## src/hw/core_config_pkg.sv

```systemverilog
// Core sizing constants
`default_nettype none

package core_config_pkg;

    //////////////////////////////
    // Slot and datapath sizing
    //////////////////////////////

    // Reservation-station slots in the execution row
    localparam int NUM_SLOTS = 4;

    // Data word width
    localparam int XLEN = 32;

    // Program-order tag width, reorder buffer has 2**SEQ_WIDTH entries
    localparam int SEQ_WIDTH = 3;
    localparam int ROB_DEPTH = 2 ** SEQ_WIDTH;

    // In-flight counter must reach NUM_SLOTS itself
    localparam int FLIGHT_WIDTH = $clog2(NUM_SLOTS + 1);

endpackage

`default_nettype wire

```

## src/hw/core_types_pkg.sv

```systemverilog
// Core packet and opcode types
`default_nettype none

package core_types_pkg;

    import core_config_pkg::*;

    //////////////////////////////
    // Plain vector types
    //////////////////////////////

    typedef logic [XLEN-1:0]      word_t;
    typedef logic [SEQ_WIDTH-1:0] seq_t;
    typedef logic [NUM_SLOTS-1:0] slot_mask_t;

    // Opcodes, three bits
    typedef enum logic [2:0] {
        OP_ADD = 3'd0,
        OP_SUB = 3'd1,
        OP_AND = 3'd2,
        OP_XOR = 3'd3,
        OP_MUL = 3'd4
    } alu_op_e;

    //////////////////////////////
    // Packets
    //////////////////////////////

    // Operation from outside, 67 bits
    typedef struct packed {
        alu_op_e op;
        word_t   a;
        word_t   b;
    } op_packet_t;

    // Operation tagged for a slot, 70 bits
    typedef struct packed {
        op_packet_t op_pkt;
        seq_t       seq;
    } issue_packet_t;

    // Finished operation, 38 bits
    typedef struct packed {
        seq_t    seq;
        alu_op_e op;
        word_t   value;
    } result_packet_t;

    //////////////////////////////
    // State machines
    //////////////////////////////

    typedef enum logic [1:0] {
        SLOT_IDLE,
        SLOT_BUSY,
        SLOT_DONE
    } slot_state_e;

    typedef enum logic [1:0] {
        COMMIT_IDLE,
        COMMIT_REQ,
        COMMIT_WAIT_LOW
    } commit_state_e;

endpackage

`default_nettype wire

```

## src/hw/dispatch_unit.sv

```systemverilog
// Operation dispatcher
`timescale 1ns/1ps
`default_nettype none

module dispatch_unit (
    input  logic                          clock,
    input  logic                          reset,
    input  logic                          in_req,
    input  core_types_pkg::op_packet_t    in_op,
    output logic                          in_ack,
    input  core_types_pkg::slot_mask_t    slot_busy,
    input  logic                          retire,
    output core_types_pkg::slot_mask_t    issue_valid,
    output core_types_pkg::issue_packet_t issue_packet
);

    import core_config_pkg::*;
    import core_types_pkg::*;

    logic                    accept;
    logic                    room;
    slot_mask_t              free_pick;
    logic [FLIGHT_WIDTH-1:0] in_flight;
    seq_t                    next_seq;

    // Lowest-numbered free slot, one-hot
    always_comb begin
        free_pick = '0;
        for (int i = NUM_SLOTS - 1; i >= 0; i--) begin
            if (!slot_busy[i]) begin
                free_pick = '0;
                free_pick[i] = 1'b1;
            end
        end
    end

    // Room left under the in-flight limit
    assign room = in_flight < FLIGHT_WIDTH'(NUM_SLOTS);

    // New request, ack still low, room and a slot
    assign accept = in_req && !in_ack && room && (|free_pick);

    assign issue_valid  = accept ? free_pick : '0;
    assign issue_packet = '{op_pkt: in_op, seq: next_seq};

    //////////////////////////////
    // Handshake and counters
    //////////////////////////////

    always_ff @(posedge clock) begin
        if (reset) begin
            in_ack    <= 1'b0;
            in_flight <= '0;
            next_seq  <= '0;
        end else begin
            // Ack rises on accept, falls once req is gone
            if (accept) begin
                in_ack <= 1'b1;
            end else if (!in_req) begin
                in_ack <= 1'b0;
            end
            if (accept) begin
                next_seq <= next_seq + seq_t'(1);
            end
            // Dispatch and retire may coincide
            case ({accept, retire})
                2'b10:   in_flight <= in_flight + FLIGHT_WIDTH'(1);
                2'b01:   in_flight <= in_flight - FLIGHT_WIDTH'(1);
                default: in_flight <= in_flight;
            endcase
        end
    end

    // Issue goes to at most one slot
    a_issue_onehot: assert property (@(posedge clock) disable iff (reset)
        $onehot0(issue_valid))
        else $error("issue_valid not one-hot: %h", issue_valid);

    // Picked slot takes the operation on the issue edge
    a_issue_taken: assert property (@(posedge clock) disable iff (reset)
        (issue_valid != '0) |=> ((slot_busy & $past(issue_valid)) == $past(issue_valid)))
        else $error("issued slot not busy: %h busy %h", $past(issue_valid), slot_busy);

endmodule

`default_nettype wire

```

## src/hw/exec_slot.sv

```systemverilog
// Reservation-station execution slot
`timescale 1ns/1ps
`default_nettype none

module exec_slot (
    input  logic                           clock,
    input  logic                           reset,
    input  logic                           load,
    input  core_types_pkg::issue_packet_t  issue_packet,
    input  logic                           clear,
    output logic                           busy,
    output logic                           done,
    output core_types_pkg::result_packet_t result
);

    import core_types_pkg::*;

    slot_state_e state;

    // Held operation
    alu_op_e op_q;
    seq_t    seq_q;
    word_t   a_q;
    word_t   b_q;

    // Result, also the multiply accumulator
    word_t acc;
    word_t alu_value;
    logic  last_step;

    // Single-step ALU
    always_comb begin
        case (op_q)
            OP_ADD:  alu_value = a_q + b_q;
            OP_SUB:  alu_value = a_q - b_q;
            OP_AND:  alu_value = a_q & b_q;
            OP_XOR:  alu_value = a_q ^ b_q;
            default: alu_value = '0;
        endcase
    end

    // Multiplier runs out after this bit
    assign last_step = (b_q >> 1) == '0;

    //////////////////////////////
    // Slot FSM
    //////////////////////////////

    always_ff @(posedge clock) begin
        if (reset) begin
            state <= SLOT_IDLE;
        end else begin
            case (state)
                SLOT_IDLE: if (load) state <= SLOT_BUSY;
                SLOT_BUSY: if (op_q != OP_MUL || last_step) state <= SLOT_DONE;
                SLOT_DONE: if (clear) state <= SLOT_IDLE;
                default:   state <= SLOT_IDLE;
            endcase
        end
    end

    // Datapath, no reset on payload
    always_ff @(posedge clock) begin
        if (load) begin
            op_q  <= issue_packet.op_pkt.op;
            a_q   <= issue_packet.op_pkt.a;
            b_q   <= issue_packet.op_pkt.b;
            seq_q <= issue_packet.seq;
            acc   <= '0;
        end else if (state == SLOT_BUSY) begin
            if (op_q == OP_MUL) begin
                // Shift-and-add, one multiplier bit per cycle
                acc <= acc + (b_q[0] ? a_q : '0);
                a_q <= a_q << 1;
                b_q <= b_q >> 1;
            end else begin
                acc <= alu_value;
            end
        end
    end

    assign busy   = state != SLOT_IDLE;
    assign done   = state == SLOT_DONE;
    assign result = '{seq: seq_q, op: op_q, value: acc};

    // Dispatcher only loads an idle slot
    a_load_idle: assert property (@(posedge clock) disable iff (reset)
        load |-> state == SLOT_IDLE)
        else $error("load in state %h", state);

endmodule

`default_nettype wire

```

## src/hw/commit_unit.sv

```systemverilog
// In-order commit with reorder buffer
`timescale 1ns/1ps
`default_nettype none

module commit_unit (
    input  logic                           clock,
    input  logic                           reset,
    input  core_types_pkg::slot_mask_t     slot_done,
    input  core_types_pkg::result_packet_t slot_result [core_config_pkg::NUM_SLOTS],
    output core_types_pkg::slot_mask_t     slot_clear,
    output logic                           retire,
    output logic                           commit_req,
    output core_types_pkg::result_packet_t commit_result,
    input  logic                           commit_ack
);

    import core_config_pkg::*;
    import core_types_pkg::*;

    commit_state_e state;

    // Reorder buffer indexed by seq
    logic [ROB_DEPTH-1:0] rob_valid;
    result_packet_t       rob_data [ROB_DEPTH];
    seq_t                 head;

    // Every done slot is captured at once
    assign slot_clear = slot_done;

    assign commit_req    = state == COMMIT_REQ;
    assign commit_result = rob_data[head];
    assign retire        = commit_req && commit_ack;

    //////////////////////////////
    // Buffer control
    //////////////////////////////

    always_ff @(posedge clock) begin
        if (reset) begin
            rob_valid <= '0;
            head      <= '0;
        end else begin
            // Head leaves on ack
            if (retire) begin
                rob_valid[head] <= 1'b0;
                head            <= head + seq_t'(1);
            end
            for (int i = 0; i < NUM_SLOTS; i++) begin
                if (slot_done[i]) begin
                    rob_valid[slot_result[i].seq] <= 1'b1;
                end
            end
        end
    end

    // Result payload
    always_ff @(posedge clock) begin
        for (int i = 0; i < NUM_SLOTS; i++) begin
            if (slot_done[i]) begin
                rob_data[slot_result[i].seq] <= slot_result[i];
            end
        end
    end

    //////////////////////////////
    // Output handshake FSM
    //////////////////////////////

    always_ff @(posedge clock) begin
        if (reset) begin
            state <= COMMIT_IDLE;
        end else begin
            case (state)
                // Req one cycle after head is valid
                COMMIT_IDLE:     if (rob_valid[head]) state <= COMMIT_REQ;
                COMMIT_REQ:      if (commit_ack) state <= COMMIT_WAIT_LOW;
                // Ack must fall before next result
                COMMIT_WAIT_LOW: if (!commit_ack) state <= COMMIT_IDLE;
                default:         state <= COMMIT_IDLE;
            endcase
        end
    end

    // Presented result holds until acked
    a_result_stable: assert property (@(posedge clock) disable iff (reset)
        (commit_req && !commit_ack) |=> (commit_req && $stable(commit_result)))
        else $error("commit_result changed under req: %h", commit_result);

    // Seq tags never alias a pending entry
    for (genvar i = 0; i < NUM_SLOTS; i++) begin : g_capture_chk
        a_no_overwrite: assert property (@(posedge clock) disable iff (reset)
            slot_done[i] |-> !rob_valid[slot_result[i].seq])
            else $error("slot %0d overwrites seq %h", i, slot_result[i].seq);
    end

endmodule

`default_nettype wire

```

## src/hw/ooo_core.sv

```systemverilog
// Out-of-order core top level
`timescale 1ns/1ps
`default_nettype none

module ooo_core (
    input  logic                           clock,
    input  logic                           reset,
    input  logic                           in_req,
    input  core_types_pkg::op_packet_t     in_op,
    output logic                           in_ack,
    output logic                           commit_req,
    output core_types_pkg::result_packet_t commit_result,
    input  logic                           commit_ack
);

    import core_config_pkg::*;
    import core_types_pkg::*;

    //////////////////////////////
    // Internal wires
    //////////////////////////////

    // Dispatcher to slots
    slot_mask_t    issue_valid;
    issue_packet_t issue_packet;

    // Slots to dispatcher and commit
    slot_mask_t     slot_busy;
    slot_mask_t     slot_done;
    result_packet_t slot_result [NUM_SLOTS];

    // Commit back to slots and dispatcher
    slot_mask_t slot_clear;
    logic       retire;

    dispatch_unit dispatch_unit_0 (
        .clock        (clock),
        .reset        (reset),
        .in_req       (in_req),
        .in_op        (in_op),
        .in_ack       (in_ack),
        .slot_busy    (slot_busy),
        .retire       (retire),
        .issue_valid  (issue_valid),
        .issue_packet (issue_packet)
    );

    // Row of identical slots sharing one issue bus
    for (genvar i = 0; i < NUM_SLOTS; i++) begin : g_slot
        exec_slot exec_slot_i (
            .clock        (clock),
            .reset        (reset),
            .load         (issue_valid[i]),
            .issue_packet (issue_packet),
            .clear        (slot_clear[i]),
            .busy         (slot_busy[i]),
            .done         (slot_done[i]),
            .result       (slot_result[i])
        );
    end

    commit_unit commit_unit_0 (
        .clock         (clock),
        .reset         (reset),
        .slot_done     (slot_done),
        .slot_result   (slot_result),
        .slot_clear    (slot_clear),
        .retire        (retire),
        .commit_req    (commit_req),
        .commit_result (commit_result),
        .commit_ack    (commit_ack)
    );

endmodule

`default_nettype wire

```

## config.mk

```make
export PLATFORM = sky130hd
export DESIGN_NAME = ooo_core
export DESIGN_NICKNAME = d
export VERILOG_FILES = /design/src/hw/core_config_pkg.sv /design/src/hw/core_types_pkg.sv /design/src/hw/dispatch_unit.sv /design/src/hw/exec_slot.sv /design/src/hw/commit_unit.sv /design/src/hw/ooo_core.sv
export SDC_FILE = /design/constraint.sdc
export NUM_CORES = 2
export LEC_CHECK = 0
export BUFFER_PORTS_ARGS = -buffer_cell sky130_fd_sc_hd__buf_4
export CORE_MARGIN = 3
export CORE_UTILIZATION = 40
export CTS_CLUSTER_SIZE = 10
export DETAILED_ROUTE_END_ITERATION = 10
export GPL_TIMING_DRIVEN = 0
export PLACE_DENSITY = 0.62
export SLEW_MARGIN = 25
export SYNTH_ARGS = -nofsm -noshare
export SYNTH_HDL_FRONTEND = slang
export SYNTH_HIERARCHICAL = 1
export SYNTH_SLANG_ARGS = --single-unit
```

## constraint.sdc

```tcl
create_clock -name clock -period 7.3 [get_ports clock]
set_input_delay 0.73 -clock clock [delete_from_list [all_inputs] [get_ports clock]]
set_output_delay 0.73 -clock clock [all_outputs]
set_load 0.02 [all_outputs]
```

* Word-level counts from Yosys, hierarchy flattened *
Memories as Yosys holds them, arrays and structs flattened. A register that Yosys moved wholly into a read port is not among the register bits.
Cells that the tools add are included.

storage, ports and cells
  flip-flop bits (word level) = 436
  RAM bits = 304
  bits of input ports = 71
  output and inout bits = 40
  logic and storage cells = 257
  memories kept = 1

memory list
  name                    words  width  rd ports  clocked after memory_dff  wr ports  line               RTL
  commit_unit_0.rob_data  8      38     1         1                         4         commit_unit.sv:24  result_packet_t rob_data [ROB_DEPTH];

cells by class
  $add $sub $neg = 16
  $lt $le $gt $ge = 11
  equality and inequality tests = 44
  muxes and demuxes = 91
  bitwise gates (word level) = 14
  reduce and logical (&&, ||, !) cells = 50

operators by type and width
  operator            count
  $mux 32             32
  $pmux 32 s4         4
  $add 32x32->32      8
  $and 32x32->32      4
  $logic_not 32->1    4
  $sub 32x32->32      4
  $xor 32x32->32      4
  $mux 8              9
  $or 8x8->8          4
  $reduce_bool 2->1   13
  $eq 3x2->1 const B  8
  $mux 2              11
  $lt 3x4->1 const B  5
  $mux 4              5
  $mux 1              16
  $pmux 2 s2          4
  $reduce_and 2->1    8
  $demux 1 s3         5
  $ge 3x1->1 const B  5
  $eq 2x1->1 const B  6
  $eq 2x2->1 const B  6
  $eq 3x1->1 const B  4
  $eq 3x3->1 const B  4
  $logic_not 3->1     4
  other kinds (18)    49

* Longest topological paths before layout *
  depth in word-level cells = 19
  depth in mapped cells = 21

* Hierarchy *
The synthesis kept the hierarchy.

by module, submodules not included
  module                                  times used  cells each  area each (um2)  seq. area each (um2)
  exec_slot at g_slot[1].exec_slot_i ...  3           1022        9455.3           2782.7
  commit_unit                             1           2233        21612.0          9449.1
  exec_slot at g_slot[0].exec_slot_i      1           1005        9258.9           2782.7
  dispatch_unit                           1           109         882.1            140.1

* Least setup slack after synthesis *
OpenSTA, ideal clock, no wires.

  path kind = reg-to-reg
  start = register g_slot[0].exec_slot_i.b_q[10]
  end = register g_slot[0].exec_slot_i.acc[31]
  setup time = 0.130 ns
  arrival = 4.449 ns
  required time = 7.170 ns
  slack = 2.721 ns
  cell stages (with the launch flop) = 19
  cell sequence = edfxtp_1 -> or4_4 -> or3_4 -> or3_4 -> nand3b_1 -> o41ai_1 -> xor2_1 -> ha_1 -> clkbuf_1 -> a21oi_1 -> a21oi_1 -> o21ai_0 -> o2111ai_1 -> a41oi_2 -> o31ai_2 -> a311oi_2 -> xnor2_1 -> a221oi_2 -> nor3_2

on the way
  word-level cells in the longest chain between the ends = 3

ends and longest elaborated chain
  element                                           line                              RTL
  from (decl)                                       exec_slot.sv:24                   word_t b_q;
  from (signal assigned)                            exec_slot.sv:67                   b_q <= issue_packet.op_pkt.b;
  from (signal assigned)                            exec_slot.sv:75                   b_q <= b_q >> 1;
  $sub 32x32->32 or $add 32x32->32 (tied branches)  exec_slot.sv:35, exec_slot.sv:34
  $pmux 32 s4 (*)                                   exec_slot.sv:33                   case (op_q)
  $mux 32 (*)                                       exec_slot.sv:71                   if (op_q == OP_MUL) begin
  to (signal assigned)                              exec_slot.sv:73                   acc <= acc + (b_q[0] ? a_q : '0);
  to (signal assigned)                              exec_slot.sv:77                   acc <= alu_value;
  to (decl)                                         exec_slot.sv:27                   word_t acc;

Mark *: on every way between the ends. The rest lies on a longest branch, timed or not.
A chain may end at the register's enable or synchronous reset.

* Final worst setup path *
  start = register g_slot[3].exec_slot_i.op_q[0]
  end = register g_slot[3].exec_slot_i.acc[19]

on the way
  word-level cells in the longest chain between the ends = 3

ends and longest elaborated chain
  element                             line             RTL
  from (decl)                         exec_slot.sv:21  alu_op_e op_q;
  from (signal assigned)              exec_slot.sv:65  op_q <= issue_packet.op_pkt.op;
  $eq 3x2->1 (tied with other cells)  exec_slot.sv:33
  $pmux 32 s4                         exec_slot.sv:33
  $mux 32 (*)                         exec_slot.sv:71
  to (signal assigned)                exec_slot.sv:73
  to (signal assigned)                exec_slot.sv:77
  to (decl)                           exec_slot.sv:27

Marks and branches as above.

==> flow_results.org <==
** Synthesis
- Share of synthesized flip-flops with an asynchronous set or reset :: 0%
- Portion of the post-synthesis area used by sequential elements :: 34.5%
- Top cells by area in the synthesized netlist :: edfxtp_1 29%, ha_1 8.0%, mux2_2 5.5%
- Mean cell area of the mapped netlist :: 9.37 sq um
- Fraction of post-synthesis cell area in the top cell type by area :: 29.2%
- Netlist Area Pre-Place :: 60,100 sq um
- Top-count cell post-synth :: nand2_1
- The Yosys step of the flow raised 6 warnings.
- Cell count after synthesis :: 6,413
- Most used standard cells in the synthesized netlist :: 740 x nand2_1, 584 x edfxtp_1, 383 x ha_1, 344 x nor2_1, 338 x a21oi_1
- Synthesis produced a netlist with a net count of 6,876.
- Among all flip-flop cells after synthesis, the most frequent one is edfxtp_1.
- Area leader, netlist :: edfxtp_1
- Yosys mapped a number of flops with a built-in enable equal to 584.
- The synthesized netlist contains 106 unique library cells.
- In this run, synthesis produced a sequential element count of 743.

** Global route
- Antenna violations before repair :: 32
- The via count of the first global-routing pass is 51,297.
- Wire length of the first global-routing pass :: 367,000 microns
- Summed over all layers, the global routing overflow is 0.
- GRT Util Overall :: 32.0%
- Entering global routing, the biggest net connects 52 pins.

** Place
- Routability-driven placement finished with a final weighted congestion of 1.01.
- Once placement finished, the instance area stood at 63,400 sq um.
- Before CTS, the worst setup slack after placement is 1.41 ns.
- Detailed-placement wirelength estimate :: 198,000 microns
- Number of placed instances with taps included :: 8,477
- Count of port buffers added during placement :: 43

** Power
- Power comes to 16.2 mW.
- Dividing total power by cell area gives a power density of 244 nW/um^2.
- Leakage power :: 25.3 nW
- IR analysis of the VDD net gives a maximum drop of 0.190 mV.

** Detailed routing
- First-pass DRT Iterations :: 9
- Final Routed Wirelength :: 258,000 microns
- After the first detailed-routing iteration, the DRC count stood at 7,529.
- For this run, design rule violations remaining after detail routing come to 0.
- For this block, the via count after detailed routing is 54,388.
- Routed WL per cell :: 29.8 microns
- Dividing the detail-routed via count by the number of cells gives 6.28.
- Remaining antenna violation count after routing :: 0

** Worst hold path
- In this run the worst hold path is classified as in -> reg.
- The startpoint identified for the worst hold timing path is commit_ack.

** Clock network
- Counting the buffers created by CTS gives 94.
- Number of buffers inserted for hold repair after clock tree synthesis :: 0
- Once the clock tree was built, the resizer swapped 0 gates to a different size.
- CTS tree :: built
- CTS built an H-tree with a depth of 3.
- After clock tree synthesis, the setup repair step added 0 buffers.
- The longest clock path from root to sink contains 3 buffers.
- CTS Root Buffer Type :: clkbuf_16
- Number of sinks driven by the clock tree :: 743
- Clock insertion delay at the later pin of the skew report :: 0.72 ns
- Clock transition time at the flip-flop clock pins of the worst setup and hold paths :: 0.06 ns

** STA
- Measured against its own limit, the worst slew margin works out to 24.4%.
- For the pin with the worst max-slew slack, the measured transition is 1.13 ns.
- Unrepaired setup endpoints after global routing :: no
- The final number of hold-violating endpoints is 0.
- Setup-failing EPs final :: 0
- For the final database, setup skew stands at 0.0410 ns.
- Static timing analysis puts the maximum clock frequency at 166 MHz.
- Fraction of the cycle the final worst path needs :: 82.7%
- The max-slew violation count came to 0.
- Worst hold margin :: 0.242 ns
- Crit path time final :: 6.03 ns
- Least setup slack across all paths after layout :: 1.27 ns

** Cells and area
- After the flow finishes, the layout carries non-filler instances totaling 8,660.
- # nets final :: 7,034
- With fillers left out, the area of the finished cells amounts to 66,500 sq um.
- The area growth from synthesis to layout is 10.6%.
- The post-route netlist has 13.7% of its cells at a drive strength greater than 1.

** Critical path
- For the worst setup path, the data arrival time is 6.56 ns.
- In this run the number of cells on the critical path is 15.
- CP most frequent cell :: clkbuf_1
- Max incr delay on CP :: 0.79 ns
- The critical path is of the reg -> reg type.
- Launch point of the worst reg-to-reg path :: g_slot[3].exec_slot_i/op_q[0]$_DFFE_PP_
- The worst register-to-register path has a setup slack of 1.27 ns.
- Number of buffers and inverters on the critical path :: 3
- Worst setup path startpoint :: g_slot[3].exec_slot_i/op_q[0]$_DFFE_PP_
- Critical Path Sink Type :: flop
- At the worst endpoint, the required time is 7.83 ns.
- The signal on the critical path passes through clkbuf_1, clkbuf_1, and2_1, clkbuf_1, nor2_1, xnor2_1, ha_1, and3_1, a21boi_1, a41oi_2, o311ai_1, a211o_1, xnor2_1, a221oi_1, a211oi_1.
- Reg2reg path depth :: 15
- Startpoint kind of the worst setup timing path :: flop
- Critical Path End :: g_slot[3].exec_slot_i/acc[19]$_SDFFE_PP0P_
- Largest delay share family, worst path :: compound AO/OA/AOI/OAI gates
- Along the worst path, the maximum fanout reaches 10.
- Critical R2R Capture :: g_slot[3].exec_slot_i/acc[19]$_SDFFE_PP0P_
- The slowest stage of the critical path is the edfxtp_1 cell.

** Die
- The floorplan step defined a die boundary enclosing 155,000 sq um.
- Initial Util :: 40.5%
- Floorplan Core Area :: 149,000 sq um
- Row cnt :: 141
- In this run the horizontal extent of the chip is 394 microns.
- In this run the count of I/O pins placed on the die edge is 111.
- Vert. Die Dim :: 394 microns

** Status
- The flow ran to the end, and the final reports show no timing, DRC or antenna violations.

** Run
- Across the run, the number of max-cap violations was 0.
==> where the power goes <==
group	leakage [nW]	internal, mW	switching [mW]	total (mW)
Combinational	17.2	2.16	3.11	5.26
Sequential	6.67	5.10	1.22	6.32
Clock	1.46	2.76	1.89	4.66
==> layout make-up <==
| cell class | instances | area, sq um |
|---|---|---|
| Multi-Input combinational cell | 5021 | 36500 |
| Inverter | 87 | 337 |
| Buffer | 562 | 2630 |
| Fill cell | 14481 | 82100 |
| Clock buffer | 153 | 2780 |
| Sequential cell | 743 | 20700 |
| Tap cell | 2002 | 2500 |
| Timing Repair Buffer | 62 | 687 |
| Clock inverter | 17 | 238 |
| Antenna cell | 13 | 32.5 |
==> state kept, by name, summed over array words and instances, names as in the netlist, named ones only <==
signal	flops
commit_unit_0/head	3
commit_unit_0/rob_data	304
commit_unit_0/rob_valid	8
commit_unit_0/state	2
dispatch_unit_0/in_ack	1
dispatch_unit_0/in_flight	3
dispatch_unit_0/next_seq	3
g_slot.exec_slot_i/a_q	128
g_slot.exec_slot_i/acc	128
g_slot.exec_slot_i/b_q	128
g_slot.exec_slot_i/op_q	12
g_slot.exec_slot_i/seq_q	12
g_slot.exec_slot_i/state	8
==> stage by stage <==
step	TNS [ns]	util (%)
6_report	0	44.7
4_1_cts	0	44.7
3_5_place_dp	0	42.7
3_3_place_gp	-56.44	42.4
5_1_grt	0	44.7
2_1_floorplan	0	-
==> per-layer routing <==
metal / GRT usage (%) / routed length, microns / vias up
met5: 0 / 47 / -
met4: 14.1 / 13300 / 8
met3: 7.89 / 29500 / 657
met2: 48.3 / 110000 / 3302
met1: 43.3 / 104000 / 26165
li1: - / - / 24256
==> worst min-delay path by stage <==
stage / end / depth (start not counted) / slack [ns]
floorplan: g_slot[1].exec_slot_i/state[0]$_SDFFE_PP0P_ / 1 / 0.44
global placement: g_slot[1].exec_slot_i/state[0]$_SDFFE_PP0P_ / 1 / 0.47
detailed placement: g_slot[3].exec_slot_i/state[0]$_SDFFE_PP0P_ / 1 / 0.48
CTS: commit_unit_0/state[0]$_SDFFE_PP0P_ / 2 / 0.20
global route: commit_unit_0/state[0]$_SDFFE_PP0P_ / 2 / 0.23
finish: commit_unit_0/state[0]$_SDFFE_PP0P_ / 2 / 0.24
==> cell families (layout without fill, tap and decap cells) <==
| group | Yosys count | after routing | synth area share [%] |
|---|---|---|---|
| compound gates | 1754 | 1754 | 19.9 |
| flops | 743 | 743 | 34.5 |
| simple gates | 2015 | 2015 | 16.6 |
| other cells | 0 | 13 | 0 |
| mux | 524 | 524 | 11.0 |
| buf+inv | 649 | 881 | 4.92 |
| fa+ha+maj | 392 | 392 | 8.27 |
| xor+xnor | 336 | 336 | 4.89 |
==> cell usage in the layout, fill, tap and decap left out, types with 18 or more instances in the layout <==
master,instances
nor3_1,131
xor2_1,160
o22ai_1,23
a21oi_1,338
clkbuf_2,27
a211oi_1,295
mux2i_1,154
nand4_1,43
and2_1,271
buf_1,25
nor2_1,340
o21ai_0,267
inv_1,83
ha_1,383
dfxtp_1,159
a21o_1,171
o21bai_1,21
o31ai_1,40
or3_1,30
buf_4,127
xnor2_1,176
clkbuf_1,357
nor2b_1,150
a221oi_1,38
mux2_2,292
nand2b_1,59
clkbuf_16,100
edfxtp_1,584
nand3_1,67
mux4_2,78
o221ai_1,34
o211ai_1,18
o21a_1,44
buf_2,110
nand2_1,738
a31oi_1,258
and3_1,59
(Power assumes the default switching activity.)
